--- src/common/cluster_config.svh ---
// configuration macros for core count, id width, boot addresses, event widths and address slots
`ifndef CLUSTER_CONFIG_SVH
`define CLUSTER_CONFIG_SVH

// cluster size and bus id width
`define NB_CORES 4
`define ID_WIDTH 5

// boot addresses, the rom one is used for standalone boot
`define BOOT_ADDR 32'h1C000000
`define ROM_BOOT_ADDR 32'h1A000000

// event widths
`define SOC_EVT_WIDTH 8
`define NB_EVENTS 3

// peripheral slots, decoded from address bits 11:8
`define TGT_CTRL 4'd0
`define TGT_TIMER 4'd1
`define TGT_EU 4'd2

`endif

--- src/common/periph_bus_pkg.sv ---
// peripheral bus request and response types, target enumeration and byte-enable merge
`default_nettype none
`include "cluster_config.svh"

package periph_bus_pkg;

  // wen low means write
  typedef struct packed {
    logic [31:0]          add;
    logic                 wen;
    logic [31:0]          wdata;
    logic [3:0]           be;
    logic [`ID_WIDTH-1:0] id;
  } periph_req_t;

  // opc high flags an error
  typedef struct packed {
    logic [31:0]          rdata;
    logic                 opc;
    logic [`ID_WIDTH-1:0] id;
  } periph_resp_t;

  typedef enum logic [1:0] {CTRL, TIMER, EU, NONE} periph_target_e;

  // keeps the bytes of old_word whose be bit is clear
  function automatic logic [31:0] be_merge(input logic [31:0] old_word,
                                           input logic [31:0] new_word,
                                           input logic [3:0]  be);
    logic [31:0] res;
    for (int b = 0; b < 4; b++) begin
      res[8*b +: 8] = be[b] ? new_word[8*b +: 8] : old_word[8*b +: 8];
    end
    return res;
  endfunction

endpackage

`default_nettype wire

--- src/common/cluster_event_pkg.sv ---
// event source indices and per-core event vector type
`default_nettype none
`include "cluster_config.svh"

package cluster_event_pkg;

  // bit position of each source inside a core event vector
  typedef enum int unsigned {
    EVT_TIMER = 0,
    EVT_DMA   = 1,
    EVT_SOC   = 2
  } event_idx_e;

  // one bit per event line of a core
  typedef logic [`NB_EVENTS-1:0] core_evt_t;

endpackage

`default_nettype wire

--- src/logic/pipe_reg.sv ---
// pipe_reg: single pipeline stage with typed payload and valid bit
`timescale 1ns/100ps
`default_nettype none

module pipe_reg #(
  parameter type payload_t = logic
) (
  input  logic     clk_i,
  input  logic     rst_i,
  input  logic     valid_i,
  input  payload_t data_i,
  output logic     valid_o,
  output payload_t data_o
);

  always_ff @(posedge clk_i) begin
    if (rst_i) begin
      valid_o <= 1'b0;
    end else begin
      valid_o <= valid_i;
    end
  end

  // payload only loads with a valid beat
  always_ff @(posedge clk_i) begin
    if (valid_i) begin
      data_o <= data_i;
    end
  end

endmodule

`default_nettype wire

--- src/logic/speriph_router.sv ---
// speriph_router: target decode, select strobes and read data merge into a response
`timescale 1ns/100ps
`default_nettype none
`include "cluster_config.svh"

module speriph_router
  import periph_bus_pkg::*;
(
  input  logic         valid_i,
  input  periph_req_t  req_i,
  output logic         ctrl_sel_o,
  output logic         timer_sel_o,
  output logic         eu_sel_o,
  output logic [5:0]   offset_o,
  output logic         we_o,
  output logic [31:0]  wdata_o,
  output logic [3:0]   be_o,
  input  logic [31:0]  ctrl_rdata_i,
  input  logic [31:0]  timer_rdata_i,
  input  logic [31:0]  eu_rdata_i,
  output logic         resp_valid_o,
  output periph_resp_t resp_o
);

  periph_target_e target;
  logic [31:0]    sel_rdata;

  always_comb begin
    case (req_i.add[11:8])
      `TGT_CTRL:  target = CTRL;
      `TGT_TIMER: target = TIMER;
      `TGT_EU:    target = EU;
      default:    target = NONE;
    endcase
  end

  // at most one strobe, none for an unmapped slot
  assign ctrl_sel_o  = valid_i && (target == CTRL);
  assign timer_sel_o = valid_i && (target == TIMER);
  assign eu_sel_o    = valid_i && (target == EU);

  // shared word offset and write data for all peripherals
  assign offset_o = req_i.add[7:2];
  assign we_o     = ~req_i.wen;
  assign wdata_o  = req_i.wdata;
  assign be_o     = req_i.be;

  always_comb begin
    case (target)
      CTRL:    sel_rdata = ctrl_rdata_i;
      TIMER:   sel_rdata = timer_rdata_i;
      EU:      sel_rdata = eu_rdata_i;
      default: sel_rdata = '0;
    endcase
  end

  // sel_rdata is already zero for an unmapped slot
  assign resp_valid_o = valid_i;
  assign resp_o.id    = req_i.id;
  assign resp_o.opc   = (target == NONE);
  assign resp_o.rdata = req_i.wen ? sel_rdata : '0;

endmodule

`default_nettype wire

--- src/control_unit/cluster_control_unit.sv ---
// cluster_control_unit: end of computation, fetch enable and boot address registers
`timescale 1ns/100ps
`default_nettype none
`include "cluster_config.svh"

module cluster_control_unit
  import periph_bus_pkg::*;
(
  input  logic                          clk_i,
  input  logic                          rst_i,
  input  logic                          sel_i,
  input  logic                          we_i,
  input  logic [5:0]                    offset_i,
  input  logic [31:0]                   wdata_i,
  input  logic [3:0]                    be_i,
  input  logic                          en_sa_boot_i,
  output logic [31:0]                   rdata_o,
  output logic                          eoc_o,
  output logic [`NB_CORES-1:0]          fetch_enable_o,
  output logic [`NB_CORES-1:0][31:0]    boot_addr_o
);

  logic                 eoc_q;
  logic [`NB_CORES-1:0] fetch_en_q;
  logic [31:0]          boot_q;

  always_ff @(posedge clk_i) begin
    if (rst_i) begin
      eoc_q      <= 1'b0;
      fetch_en_q <= '0;
      boot_q     <= `BOOT_ADDR;
    end else if (sel_i && we_i) begin
      case (offset_i)
        // eoc and fetch enable both sit in byte 0
        6'd0: if (be_i[0]) eoc_q <= wdata_i[0];
        6'd1: if (be_i[0]) fetch_en_q <= wdata_i[`NB_CORES-1:0];
        6'd2: boot_q <= be_merge(boot_q, wdata_i, be_i);
        default: ;
      endcase
    end
  end

  always_comb begin
    case (offset_i)
      6'd0:    rdata_o = {31'b0, eoc_q};
      6'd1:    rdata_o = 32'(fetch_en_q);
      6'd2:    rdata_o = boot_q;
      default: rdata_o = '0;
    endcase
  end

  assign eoc_o          = eoc_q;
  assign fetch_enable_o = fetch_en_q;

  // standalone boot forces every core to the rom
  for (genvar c = 0; c < `NB_CORES; c++) begin : g_boot_addr
    assign boot_addr_o[c] = en_sa_boot_i ? `ROM_BOOT_ADDR : boot_q;
  end

endmodule

`default_nettype wire

--- src/timer/cluster_timer.sv ---
// cluster_timer: counter, compare and control registers with compare interrupt
`timescale 1ns/100ps
`default_nettype none

module cluster_timer
  import periph_bus_pkg::*;
(
  input  logic        clk_i,
  input  logic        rst_i,
  input  logic        sel_i,
  input  logic        we_i,
  input  logic [5:0]  offset_i,
  input  logic [31:0] wdata_i,
  input  logic [3:0]  be_i,
  output logic [31:0] rdata_o,
  output logic        irq_o
);

  logic [31:0] count_q;
  logic [31:0] cmp_q;
  logic        en_q;
  logic        match;

  // one pulse per period of cmp_q + 1 cycles
  assign match = en_q && (count_q == cmp_q);
  assign irq_o = match;

  always_ff @(posedge clk_i) begin
    if (rst_i) begin
      count_q <= '0;
      cmp_q   <= '0;
      en_q    <= 1'b0;
    end else begin
      if (en_q) begin
        count_q <= match ? '0 : count_q + 32'd1;
      end
      // a bus write lands after the increment and wins
      if (sel_i && we_i) begin
        case (offset_i)
          6'd0: count_q <= be_merge(count_q, wdata_i, be_i);
          6'd1: cmp_q <= be_merge(cmp_q, wdata_i, be_i);
          6'd2: if (be_i[0]) en_q <= wdata_i[0];
          default: ;
        endcase
      end
    end
  end

  always_comb begin
    case (offset_i)
      6'd0:    rdata_o = count_q;
      6'd1:    rdata_o = cmp_q;
      6'd2:    rdata_o = {31'b0, en_q};
      default: rdata_o = '0;
    endcase
  end

endmodule

`default_nettype wire

--- src/event_unit/event_unit.sv ---
// event_unit: pending and mask registers, interrupt request and id, acknowledge, clock enables
`timescale 1ns/100ps
`default_nettype none
`include "cluster_config.svh"

module event_unit
  import cluster_event_pkg::*;
(
  input  logic                          clk_i,
  input  logic                          rst_i,
  input  logic                          sel_i,
  input  logic                          we_i,
  input  logic [5:0]                    offset_i,
  input  logic [31:0]                   wdata_i,
  input  logic [3:0]                    be_i,
  output logic [31:0]                   rdata_o,
  input  logic                          timer_evt_i,
  input  logic [`NB_CORES-1:0]          dma_events_i,
  input  logic                          soc_evt_valid_i,
  input  logic [`SOC_EVT_WIDTH-1:0]     soc_evt_data_i,
  output logic [`NB_CORES-1:0]          irq_req_o,
  output logic [`NB_CORES-1:0][4:0]     irq_id_o,
  input  logic [`NB_CORES-1:0]          irq_ack_i,
  input  logic [`NB_CORES-1:0][4:0]     irq_ack_id_i,
  input  logic [`NB_CORES-1:0]          core_busy_i,
  output logic [`NB_CORES-1:0]          core_clk_en_o
);

  core_evt_t [`NB_CORES-1:0] mask_q;
  core_evt_t [`NB_CORES-1:0] pend_q;
  core_evt_t [`NB_CORES-1:0] evt_set;
  core_evt_t [`NB_CORES-1:0] evt_clr;
  core_evt_t [`NB_CORES-1:0] active;
  logic [`SOC_EVT_WIDTH-1:0] soc_data_q;
  logic                      bus_wr;

  // all event bits live in byte 0
  assign bus_wr = sel_i && we_i && be_i[0];

  always_comb begin
    for (int c = 0; c < `NB_CORES; c++) begin
      evt_set[c] = '0;
      evt_set[c][EVT_TIMER] = timer_evt_i;
      evt_set[c][EVT_DMA] = dma_events_i[c];
      evt_set[c][EVT_SOC] = soc_evt_valid_i;
      evt_clr[c] = '0;
      for (int e = 0; e < `NB_EVENTS; e++) begin
        if (irq_ack_i[c] && (irq_ack_id_i[c] == 5'(e))) begin
          evt_clr[c][e] = 1'b1;
        end
      end
      // write one to clear
      if (bus_wr && (offset_i == 6'(4 + c))) begin
        evt_clr[c] = evt_clr[c] | wdata_i[`NB_EVENTS-1:0];
      end
    end
  end

  always_ff @(posedge clk_i) begin
    if (rst_i) begin
      mask_q <= '0;
      pend_q <= '0;
    end else begin
      for (int c = 0; c < `NB_CORES; c++) begin
        // a new event beats a clear in the same cycle
        pend_q[c] <= (pend_q[c] & ~evt_clr[c]) | evt_set[c];
        if (bus_wr && (offset_i == 6'(c))) begin
          mask_q[c] <= wdata_i[`NB_EVENTS-1:0];
        end
      end
    end
  end

  always_ff @(posedge clk_i) begin
    if (soc_evt_valid_i) begin
      soc_data_q <= soc_evt_data_i;
    end
  end

  // lowest masked pending bit gives the id
  always_comb begin
    for (int c = 0; c < `NB_CORES; c++) begin
      active[c] = pend_q[c] & mask_q[c];
      irq_req_o[c] = |active[c];
      irq_id_o[c] = '0;
      for (int e = `NB_EVENTS - 1; e >= 0; e--) begin
        if (active[c][e]) begin
          irq_id_o[c] = 5'(e);
        end
      end
    end
  end

  assign core_clk_en_o = core_busy_i | irq_req_o;

  always_comb begin
    rdata_o = '0;
    if (offset_i < 6'd4) begin
      rdata_o = 32'(mask_q[offset_i[1:0]]);
    end else if (offset_i < 6'd8) begin
      rdata_o = 32'(pend_q[offset_i[1:0]]);
    end else if (offset_i == 6'd8) begin
      rdata_o = 32'(soc_data_q);
    end
  end

endmodule

`default_nettype wire

--- src/logic/cluster_peripherals.sv ---
// cluster_peripherals: request stage, router, control unit, timer, event unit, response stage
`timescale 1ns/100ps
`default_nettype none
`include "cluster_config.svh"

module cluster_peripherals
  import periph_bus_pkg::*;
(
  input  logic                          clk_i,
  input  logic                          rst_i,
  input  logic                          req_i,
  input  logic [31:0]                   add_i,
  input  logic                          wen_i,
  input  logic [31:0]                   wdata_i,
  input  logic [3:0]                    be_i,
  input  logic [`ID_WIDTH-1:0]          id_i,
  output logic                          r_valid_o,
  output logic [31:0]                   r_rdata_o,
  output logic                          r_opc_o,
  output logic [`ID_WIDTH-1:0]          r_id_o,
  input  logic                          en_sa_boot_i,
  output logic                          eoc_o,
  output logic [`NB_CORES-1:0]          fetch_enable_o,
  output logic [`NB_CORES-1:0][31:0]    boot_addr_o,
  input  logic [`NB_CORES-1:0]          dma_events_i,
  input  logic                          soc_evt_valid_i,
  input  logic [`SOC_EVT_WIDTH-1:0]     soc_evt_data_i,
  output logic [`NB_CORES-1:0]          irq_req_o,
  output logic [`NB_CORES-1:0][4:0]     irq_id_o,
  input  logic [`NB_CORES-1:0]          irq_ack_i,
  input  logic [`NB_CORES-1:0][4:0]     irq_ack_id_i,
  input  logic [`NB_CORES-1:0]          core_busy_i,
  output logic [`NB_CORES-1:0]          core_clk_en_o
);

  periph_req_t  req_d;
  periph_req_t  req_q;
  logic         req_valid_q;
  periph_resp_t resp_d;
  periph_resp_t resp_q;
  logic         resp_valid_d;
  logic         ctrl_sel;
  logic         timer_sel;
  logic         eu_sel;
  logic [5:0]   offset;
  logic         we;
  logic [31:0]  wdata;
  logic [3:0]   be;
  logic [31:0]  ctrl_rdata;
  logic [31:0]  timer_rdata;
  logic [31:0]  eu_rdata;
  logic         timer_irq;

  assign req_d = '{add: add_i, wen: wen_i, wdata: wdata_i, be: be_i, id: id_i};

  pipe_reg #(.payload_t(periph_req_t)) req_stage_i (
    .clk_i   ( clk_i       ),
    .rst_i   ( rst_i       ),
    .valid_i ( req_i       ),
    .data_i  ( req_d       ),
    .valid_o ( req_valid_q ),
    .data_o  ( req_q       )
  );

  speriph_router router_i (
    .valid_i       ( req_valid_q  ),
    .req_i         ( req_q        ),
    .ctrl_sel_o    ( ctrl_sel     ),
    .timer_sel_o   ( timer_sel    ),
    .eu_sel_o      ( eu_sel       ),
    .offset_o      ( offset       ),
    .we_o          ( we           ),
    .wdata_o       ( wdata        ),
    .be_o          ( be           ),
    .ctrl_rdata_i  ( ctrl_rdata   ),
    .timer_rdata_i ( timer_rdata  ),
    .eu_rdata_i    ( eu_rdata     ),
    .resp_valid_o  ( resp_valid_d ),
    .resp_o        ( resp_d       )
  );

  cluster_control_unit ctrl_unit_i (
    .clk_i          ( clk_i          ),
    .rst_i          ( rst_i          ),
    .sel_i          ( ctrl_sel       ),
    .we_i           ( we             ),
    .offset_i       ( offset         ),
    .wdata_i        ( wdata          ),
    .be_i           ( be             ),
    .en_sa_boot_i   ( en_sa_boot_i   ),
    .rdata_o        ( ctrl_rdata     ),
    .eoc_o          ( eoc_o          ),
    .fetch_enable_o ( fetch_enable_o ),
    .boot_addr_o    ( boot_addr_o    )
  );

  cluster_timer timer_i (
    .clk_i    ( clk_i       ),
    .rst_i    ( rst_i       ),
    .sel_i    ( timer_sel   ),
    .we_i     ( we          ),
    .offset_i ( offset      ),
    .wdata_i  ( wdata       ),
    .be_i     ( be          ),
    .rdata_o  ( timer_rdata ),
    .irq_o    ( timer_irq   )
  );

  // timer interrupt reaches every core as an event
  event_unit event_unit_i (
    .clk_i           ( clk_i           ),
    .rst_i           ( rst_i           ),
    .sel_i           ( eu_sel          ),
    .we_i            ( we              ),
    .offset_i        ( offset          ),
    .wdata_i         ( wdata           ),
    .be_i            ( be              ),
    .rdata_o         ( eu_rdata        ),
    .timer_evt_i     ( timer_irq       ),
    .dma_events_i    ( dma_events_i    ),
    .soc_evt_valid_i ( soc_evt_valid_i ),
    .soc_evt_data_i  ( soc_evt_data_i  ),
    .irq_req_o       ( irq_req_o       ),
    .irq_id_o        ( irq_id_o        ),
    .irq_ack_i       ( irq_ack_i       ),
    .irq_ack_id_i    ( irq_ack_id_i    ),
    .core_busy_i     ( core_busy_i     ),
    .core_clk_en_o   ( core_clk_en_o   )
  );

  pipe_reg #(.payload_t(periph_resp_t)) resp_stage_i (
    .clk_i   ( clk_i        ),
    .rst_i   ( rst_i        ),
    .valid_i ( resp_valid_d ),
    .data_i  ( resp_d       ),
    .valid_o ( r_valid_o    ),
    .data_o  ( resp_q       )
  );

  assign r_rdata_o = resp_q.rdata;
  assign r_opc_o   = resp_q.opc;
  assign r_id_o    = resp_q.id;

endmodule

`default_nettype wire

--- config.mk ---
export PLATFORM = sky130hd
export DESIGN_NAME = cluster_peripherals
export DESIGN_NICKNAME = d
export VERILOG_FILES = /design/src/common/periph_bus_pkg.sv /design/src/common/cluster_event_pkg.sv /design/src/logic/pipe_reg.sv /design/src/logic/speriph_router.sv /design/src/control_unit/cluster_control_unit.sv /design/src/timer/cluster_timer.sv /design/src/event_unit/event_unit.sv /design/src/logic/cluster_peripherals.sv
export VERILOG_INCLUDE_DIRS = /design/src /design/src/common
export SDC_FILE = /design/constraint.sdc
export NUM_CORES = 1
export LEC_CHECK = 0
export BUFFER_PORTS_ARGS = -buffer_cell sky130_fd_sc_hd__buf_2
export CAP_MARGIN = 20
export CORE_MARGIN = 2
export CORE_UTILIZATION = 28
export DETAILED_ROUTE_END_ITERATION = 12
export HOLD_SLACK_MARGIN = 0.06
export SYNTH_ARGS = -nofsm -noshare
export SYNTH_HDL_FRONTEND = slang
export SYNTH_HIERARCHICAL = 1
export SYNTH_SLANG_ARGS = --single-unit
--- constraint.sdc ---
create_clock -name clk_i -period 2.8 [get_ports clk_i]
set_clock_uncertainty 0.05 [all_clocks]
set_input_delay 0.28 -clock clk_i [delete_from_list [all_inputs] [get_ports clk_i]]
set_output_delay 0.28 -clock clk_i [all_outputs]
set_load 0.02 [all_outputs]
# Yosys cells after proc, flatten, opt, wreduce, memory -nomap -nowiden
# Cells that the tools add are included.
# classes
order_cmp	3
addsub	1
n_bitwise	22
n_eq_ne	26
muxes	48
n_reduce_logical	50
# op_table
operator	count
32-bit one-hot mux with 3 select lines	3
32-bit two-way mux	7
8-bit two-way mux	5
3-bit AND reduction	11
32-bit by 1-bit adder with 32-bit output, second input constant	1
32-bit equality test	1
1-bit logical AND	28
3-bit AND	8
6-bit by 3-bit equality test with 1-bit output, second input constant	4
2-bit two-way mux	12
3-bit bitwise OR	8
5-bit by 1-bit equality test with 1-bit output, second input constant	4
5-bit by 2-bit equality test with 1-bit output, second input constant	4
5-bit zero test	4
3-bit two-way mux	6
3-bit binary-select mux with 2-bit select	2
6-bit by 2-bit equality test with 1-bit output, second input constant	2
1-bit two-way mux	12
3-bit != test, second input constant	4
3-bit inverter	4
3-bit OR reduction	4
6-bit by 1-bit equality test with 1-bit output, second input constant	1
6-bit by 4-bit equality test with 1-bit output, second input constant	1
6-bit zero test	1
12 further kinds	13
# word_totals
wordCells	184
register_bits	228
out_inout_bits	200
input_bits	119

# Longest topological paths before layout
# logic_depth
ltp_word	11
depth_mapped	10
depth_no_buf	8

# By module
# The synthesis kept the hierarchy.
# by_module_without_submodules
module	n_inst	area_each_um2	cells_each	seq_area_each_um2
cluster_timer	1	4428.0	536	1301.2
cluster_control_unit	1	2852.7	352	740.7
pipe_reg at req_stage_i	1	2255.9	76	2242.2
event_unit	1	2110.8	218	720.7
speriph_router	1	1263.7	167	0.0
pipe_reg at resp_stage_i	1	1174.9	40	1161.1

# Worst setup path before layout
# OpenSTA, ideal clock, no wires.
# synth_path
kind	flip-flop to flip-flop
startpoint	reg req_stage_i/data_o[53] (netlist bit)
endpoint	reg ctrl_unit_i.fetch_en_q[0], in the netlist ctrl_unit_i/fetch_enable_o[0]
synth_period_minus_slack_ns	2.291
setup_ns	0.072
path_slack_ns	0.509
n_path_buf	2
path_stages_with_launch	9
t_required_ns	2.678
t_arrival_ns	2.170
cell_sequence	edfxtp_1 -> nor3_2 -> clkbuf_1 -> nand2_1 -> nor2_1 -> clkbuf_1 -> nand3_1 -> nor4_4 -> mux2i_1
# synth_via
elab_chain_cells	6
elab_cells_between_ends	8
classes_between	2 x eq/ne; 1 x mux; 5 x reduce/logical
# synth_lines
item	line_no	source
start, declared	pipe_reg.sv:13	output payload_t data_o
start signal, assigned	pipe_reg.sv:27	data_o <= data_i;
4-bit by 2-bit equality test with 1-bit output, or another cell as far along	speriph_router.sv:29	case (req_i.add[11:8])
2-bit one-hot mux with 3 select lines (*)	speriph_router.sv:29	
2-bit zero test (*)	speriph_router.sv:38	assign ctrl_sel_o = valid_i && (target == CTRL);
1-bit logical AND (*)	speriph_router.sv:38	
via ctrl_sel	cluster_peripherals.sv:42	logic ctrl_sel;
1-bit logical AND (*)	cluster_control_unit.sv:32	end else if (sel_i && we_i) begin
3-bit AND reduction (no line) (*)	n/a	
end signal, assigned	cluster_control_unit.sv:36	6'd1: if (be_i[0]) fetch_en_q <= wdata_i[`NB_CORES-1:0];
end, declared	cluster_control_unit.sv:24	logic [`NB_CORES-1:0] fetch_en_q;
# Mark *: on every way through the listed nets, which the timed path passes. The rest lies on a longest branch.
# A chain may end at the register's enable or synchronous reset.

# Worst setup path in the final report
# layout_path
startpoint	reg req_stage_i/data_o[53] (netlist bit)
endpoint	reg timer_i.count_q[8]
# layout_via
elab_chain_cells	6
elab_cells_between_ends	9
classes_between	4 x eq/ne; 2 x mux; 3 x reduce/logical
# layout_lines
item	line_no	source
4-bit by 2-bit equality test with 1-bit output, or another cell as far along	speriph_router.sv:29	
2-bit one-hot mux with 3 select lines (*)	speriph_router.sv:29	
2-bit by 1-bit equality test with 1-bit output (*)	speriph_router.sv:39	assign timer_sel_o = valid_i && (target == TIMER);
1-bit logical AND (*)	speriph_router.sv:39	
via timer_sel	cluster_peripherals.sv:43	logic timer_sel;
1-bit logical AND (*)	cluster_timer.sv:38	if (sel_i && we_i) begin
3-bit != test (no line) or 32-bit two-way mux (tied branches)	n/a	
end signal, assigned	cluster_timer.sv:35	count_q <= match ? '0 : count_q + 32'd1;
end signal, assigned	cluster_timer.sv:40	6'd0: count_q <= be_merge(count_q, wdata_i, be_i);
end, declared	cluster_timer.sv:19	logic [31:0] count_q;
# Marks and branches as above.

==> impl_metrics.py <==
metrics = {
    "status": {
        "outcome": "finished, final reports clean",
    },
    "power_and_ir_drop": {
        "p_leak_nw": 6.728,
        "powerDensity_nw_per_um2": 478.4,
        "finalPower_w": 0.007643,
        "ir_drop_v": 0.0004122,
    },
    "timing": {
        "drv_slew": 0,
        "relSlewSlack": 0.4742,
        "period_minus_slack_ps": 2618,
        "tns_ps": 0,
        "rsz0062_at_grt": "no",
        "tightest_slew_ps": 786.7,
        "fin_ws_ps": 181.9,
        "fmax_ghz": 0.3820,
        "min_period_over_period": 0.9350,
        "hold_viol": 0,
        "final-setup-viol-count": 0,
    },
    "clock_tree": {
        "insertion_delay_ps": 540,
        "clk_pin_slew_ps": 60,
        "cts_buffers": 27,
        "cts_root_buf": "clkbuf_16",
        "cts_tree": "yes",
        "cts.sinks": 226,
        "clockBufferDepth": 3,
        "htree_levels": 1,
    },
    "floorplanning": {
        "die_w_um": 223.0,
        "dieHeight_um": 223.0,
        "num_rows": 80,
        "die_area_um2": 49720,
        "initial_core_util": 0.2824,
        "io_pins": 319,
        "core_area_um2": 47550,
    },
    "setup_path": {
        "crit_buf_inv": 0,
        "worst-path-max-fanout": 9,
        "crit_family": "simple AND/OR/NAND/NOR gates",
        "cpPeakStageDelay_ps": 490,
        "critPathLaunchType": "flop",
        "r2r_slack_ps": 180,
        "regToRegEndpoint": "timer_i/count_q[8]",
        "crit_type": "reg2reg",
        "timing.rr.start": "req_stage_i/data_o[53]",
        "crit_chain": "nor3_4 > and3_1 > nor4bb_1 > and2_1 > nand2_1 > and3b_1 > nor4_1",
        "worstPathArrival_ps": 3000,
        "worst-endpoint-required_ps": 3180,
        "r2r_cells": 7,
        "cp_slowest_cell": "edfxtp_1",
        "end_kind": "flop",
    },
    "routing": {
        "wl_per_cell_um": 17.85,
        "viasPerCell": 4.817,
        "antenna_left": 0,
        "route.detailed.drc": 0,
        "drt_iter0_markers": 963,
        "firstDrtPassIters": 5,
        "dr_total_vias": 10600,
        "wl_mm": 39.27,
    },
    "hold_path": {
        "worstHoldPathType": "in2reg",
        "hold_depth": 3,
        "min_from": "irq_ack_id_i[16]",
        "holdPathEnd": "event_unit_i/pend_q[9]",
    },
    "finish": {
        "post-route-util": 0.3361,
        "stdcell_count": 2200,
        "seqCellArea_um2": 5507,
        "finalNetCount": 1683,
        "drive_gt1_frac": 0.2860,
        "multi_input_area_um2": 6121,
        "area_growth_pct": 19.01,
        "fill_cells": 4786,
    },
    "yosys": {
        "synth_area_um2": 13430,
        "avgSynthCellArea_um2": 9.821,
        "syn_inst": 1367,
        "yosys_warnings": 6,
    },
    "global_routing": {
        "grt_util_all_layers": 0.1508,
        "grt_max_degree": 57,
        "antenna_found_initial": 1,
        "overflow": 0,
        "grt_pass1_wl_mm": 59.42,
        "grt_pass1_vias": 10070,
    },
    "place": {
        "dp_hpwl_mm": 29.50,
        "io_buffers": 284,
        "place_ws_ps": 215.9,
        "dp.cells": 2080,
        "place_congestion": 0.8971,
    },
    "flow_run": {
        "maxCapViolCount": 0,
    },
}
[state kept, by name, indices dropped and copies added, names as in the netlist]
register and count:
resp_stage_i/data_o 38, timer_i/cmp_q 32, req_stage_i/data_o 52, timer_i/count_q 32, timer_i/en_q 1, resp_stage_i/valid_o 1, ctrl_unit_i/boot_q 32, ctrl_unit_i/fetch_enable_o 4
event_unit_i/mask_q 12, event_unit_i/pend_q 12, req_stage_i/valid_o 1, ctrl_unit_i/eoc_o 1, event_unit_i/soc_data_q 8
[routing by layer]
layer	GRT usage	up-vias	routed length (um)
li1	-	5077	-
met3	0.01949	56	2397
met5	0	-	0
met1	0.2151	5053	18210
met4	0.04720	0	944
met2	0.2367	412	17720
[repair_timing]
item                       4_1_cts  5_1_grt
setup endpoints to repair        0        1
setup buffers                    0        0
resized for setup                0        1
hold buffers                    68        0
hold endpoints to repair        74        0
[worst max path at each step]
stage | slack, ps | to | cells after the start | from
after floorplan | 510 | ctrl_unit_i/fetch_enable_o[0] | 8 | req_stage_i/data_o[53]
after global placement | 230 | event_unit_i/pend_q[6] | 8 | timer_i/count_q[0]
after detailed placement | 220 | event_unit_i/pend_q[6] | 8 | timer_i/count_q[0]
after CTS | 200 | event_unit_i/pend_q[3] | 8 | timer_i/count_q[0]
after global routing | 30 | timer_i/count_q[8] | 7 | req_stage_i/data_o[53]
final | 180 | timer_i/count_q[8] | 7 | req_stage_i/data_o[53]
[worst register-to-register path, cell delays in order (launching register included)]
cell	delay, ps
edfxtp_1	490
nor3_4	230
and3_1	310
nor4bb_1	320
and2_1	450
nand2_1	130
and3b_1	220
nor4_1	320
[power by group]
group	switching [W]	internal, W	total [W]
logic	0.000353	0.000275	0.000628
registers	0.000137	0.00355	0.00368
clock network	0.00142	0.00191	0.00333
[layout make-up]
cell class	instances	share of cell area
inverter	13	0.003054
antenna	1	0.0001566
sequential	226	0.3446
timing repair buffer	415	0.1681
tap	615	0.04816
clock inverter	16	0.005638
clock buffer	34	0.04722
multi-input combinational	880	0.3831
[cell usage in the layout (no fill, tap or decap), types with 9 or more instances in the layout]
| cell | count |
|---|---|
| buf_2 | 283 |
| nor2_1 | 134 |
| dfxtp_1 | 127 |
| mux2i_1 | 114 |
| edfxtp_1 | 98 |
| dlygate4sd3_1 | 68 |
| buf_4 | 56 |
| nand4_1 | 50 |
| and3_1 | 46 |
| a21oi_1 | 43 |
| a22oi_1 | 38 |
| nand2b_1 | 37 |
| o31ai_1 | 36 |
| nand2_1 | 36 |
| conb_1 | 36 |
| nor2b_1 | 34 |
| mux2_2 | 33 |
| nand3_1 | 32 |
| xnor2_1 | 31 |
| clkbuf_16 | 29 |
| xor2_1 | 28 |
| and2_1 | 14 |
| nor4_1 | 14 |
| inv_1 | 13 |
| a31oi_1 | 12 |
| o21ai_0 | 9 |
[per-stage QoR]
step	hold WS [ps]	cell area, um2
after global placement	353.5	14420
final	86.41	15980
after global routing	97.99	15980
after floorplan	294.3	13560
after CTS	63.17	15940
after detailed placement	357.9	14420
Note: power is estimated with default switching activity, not from simulation.
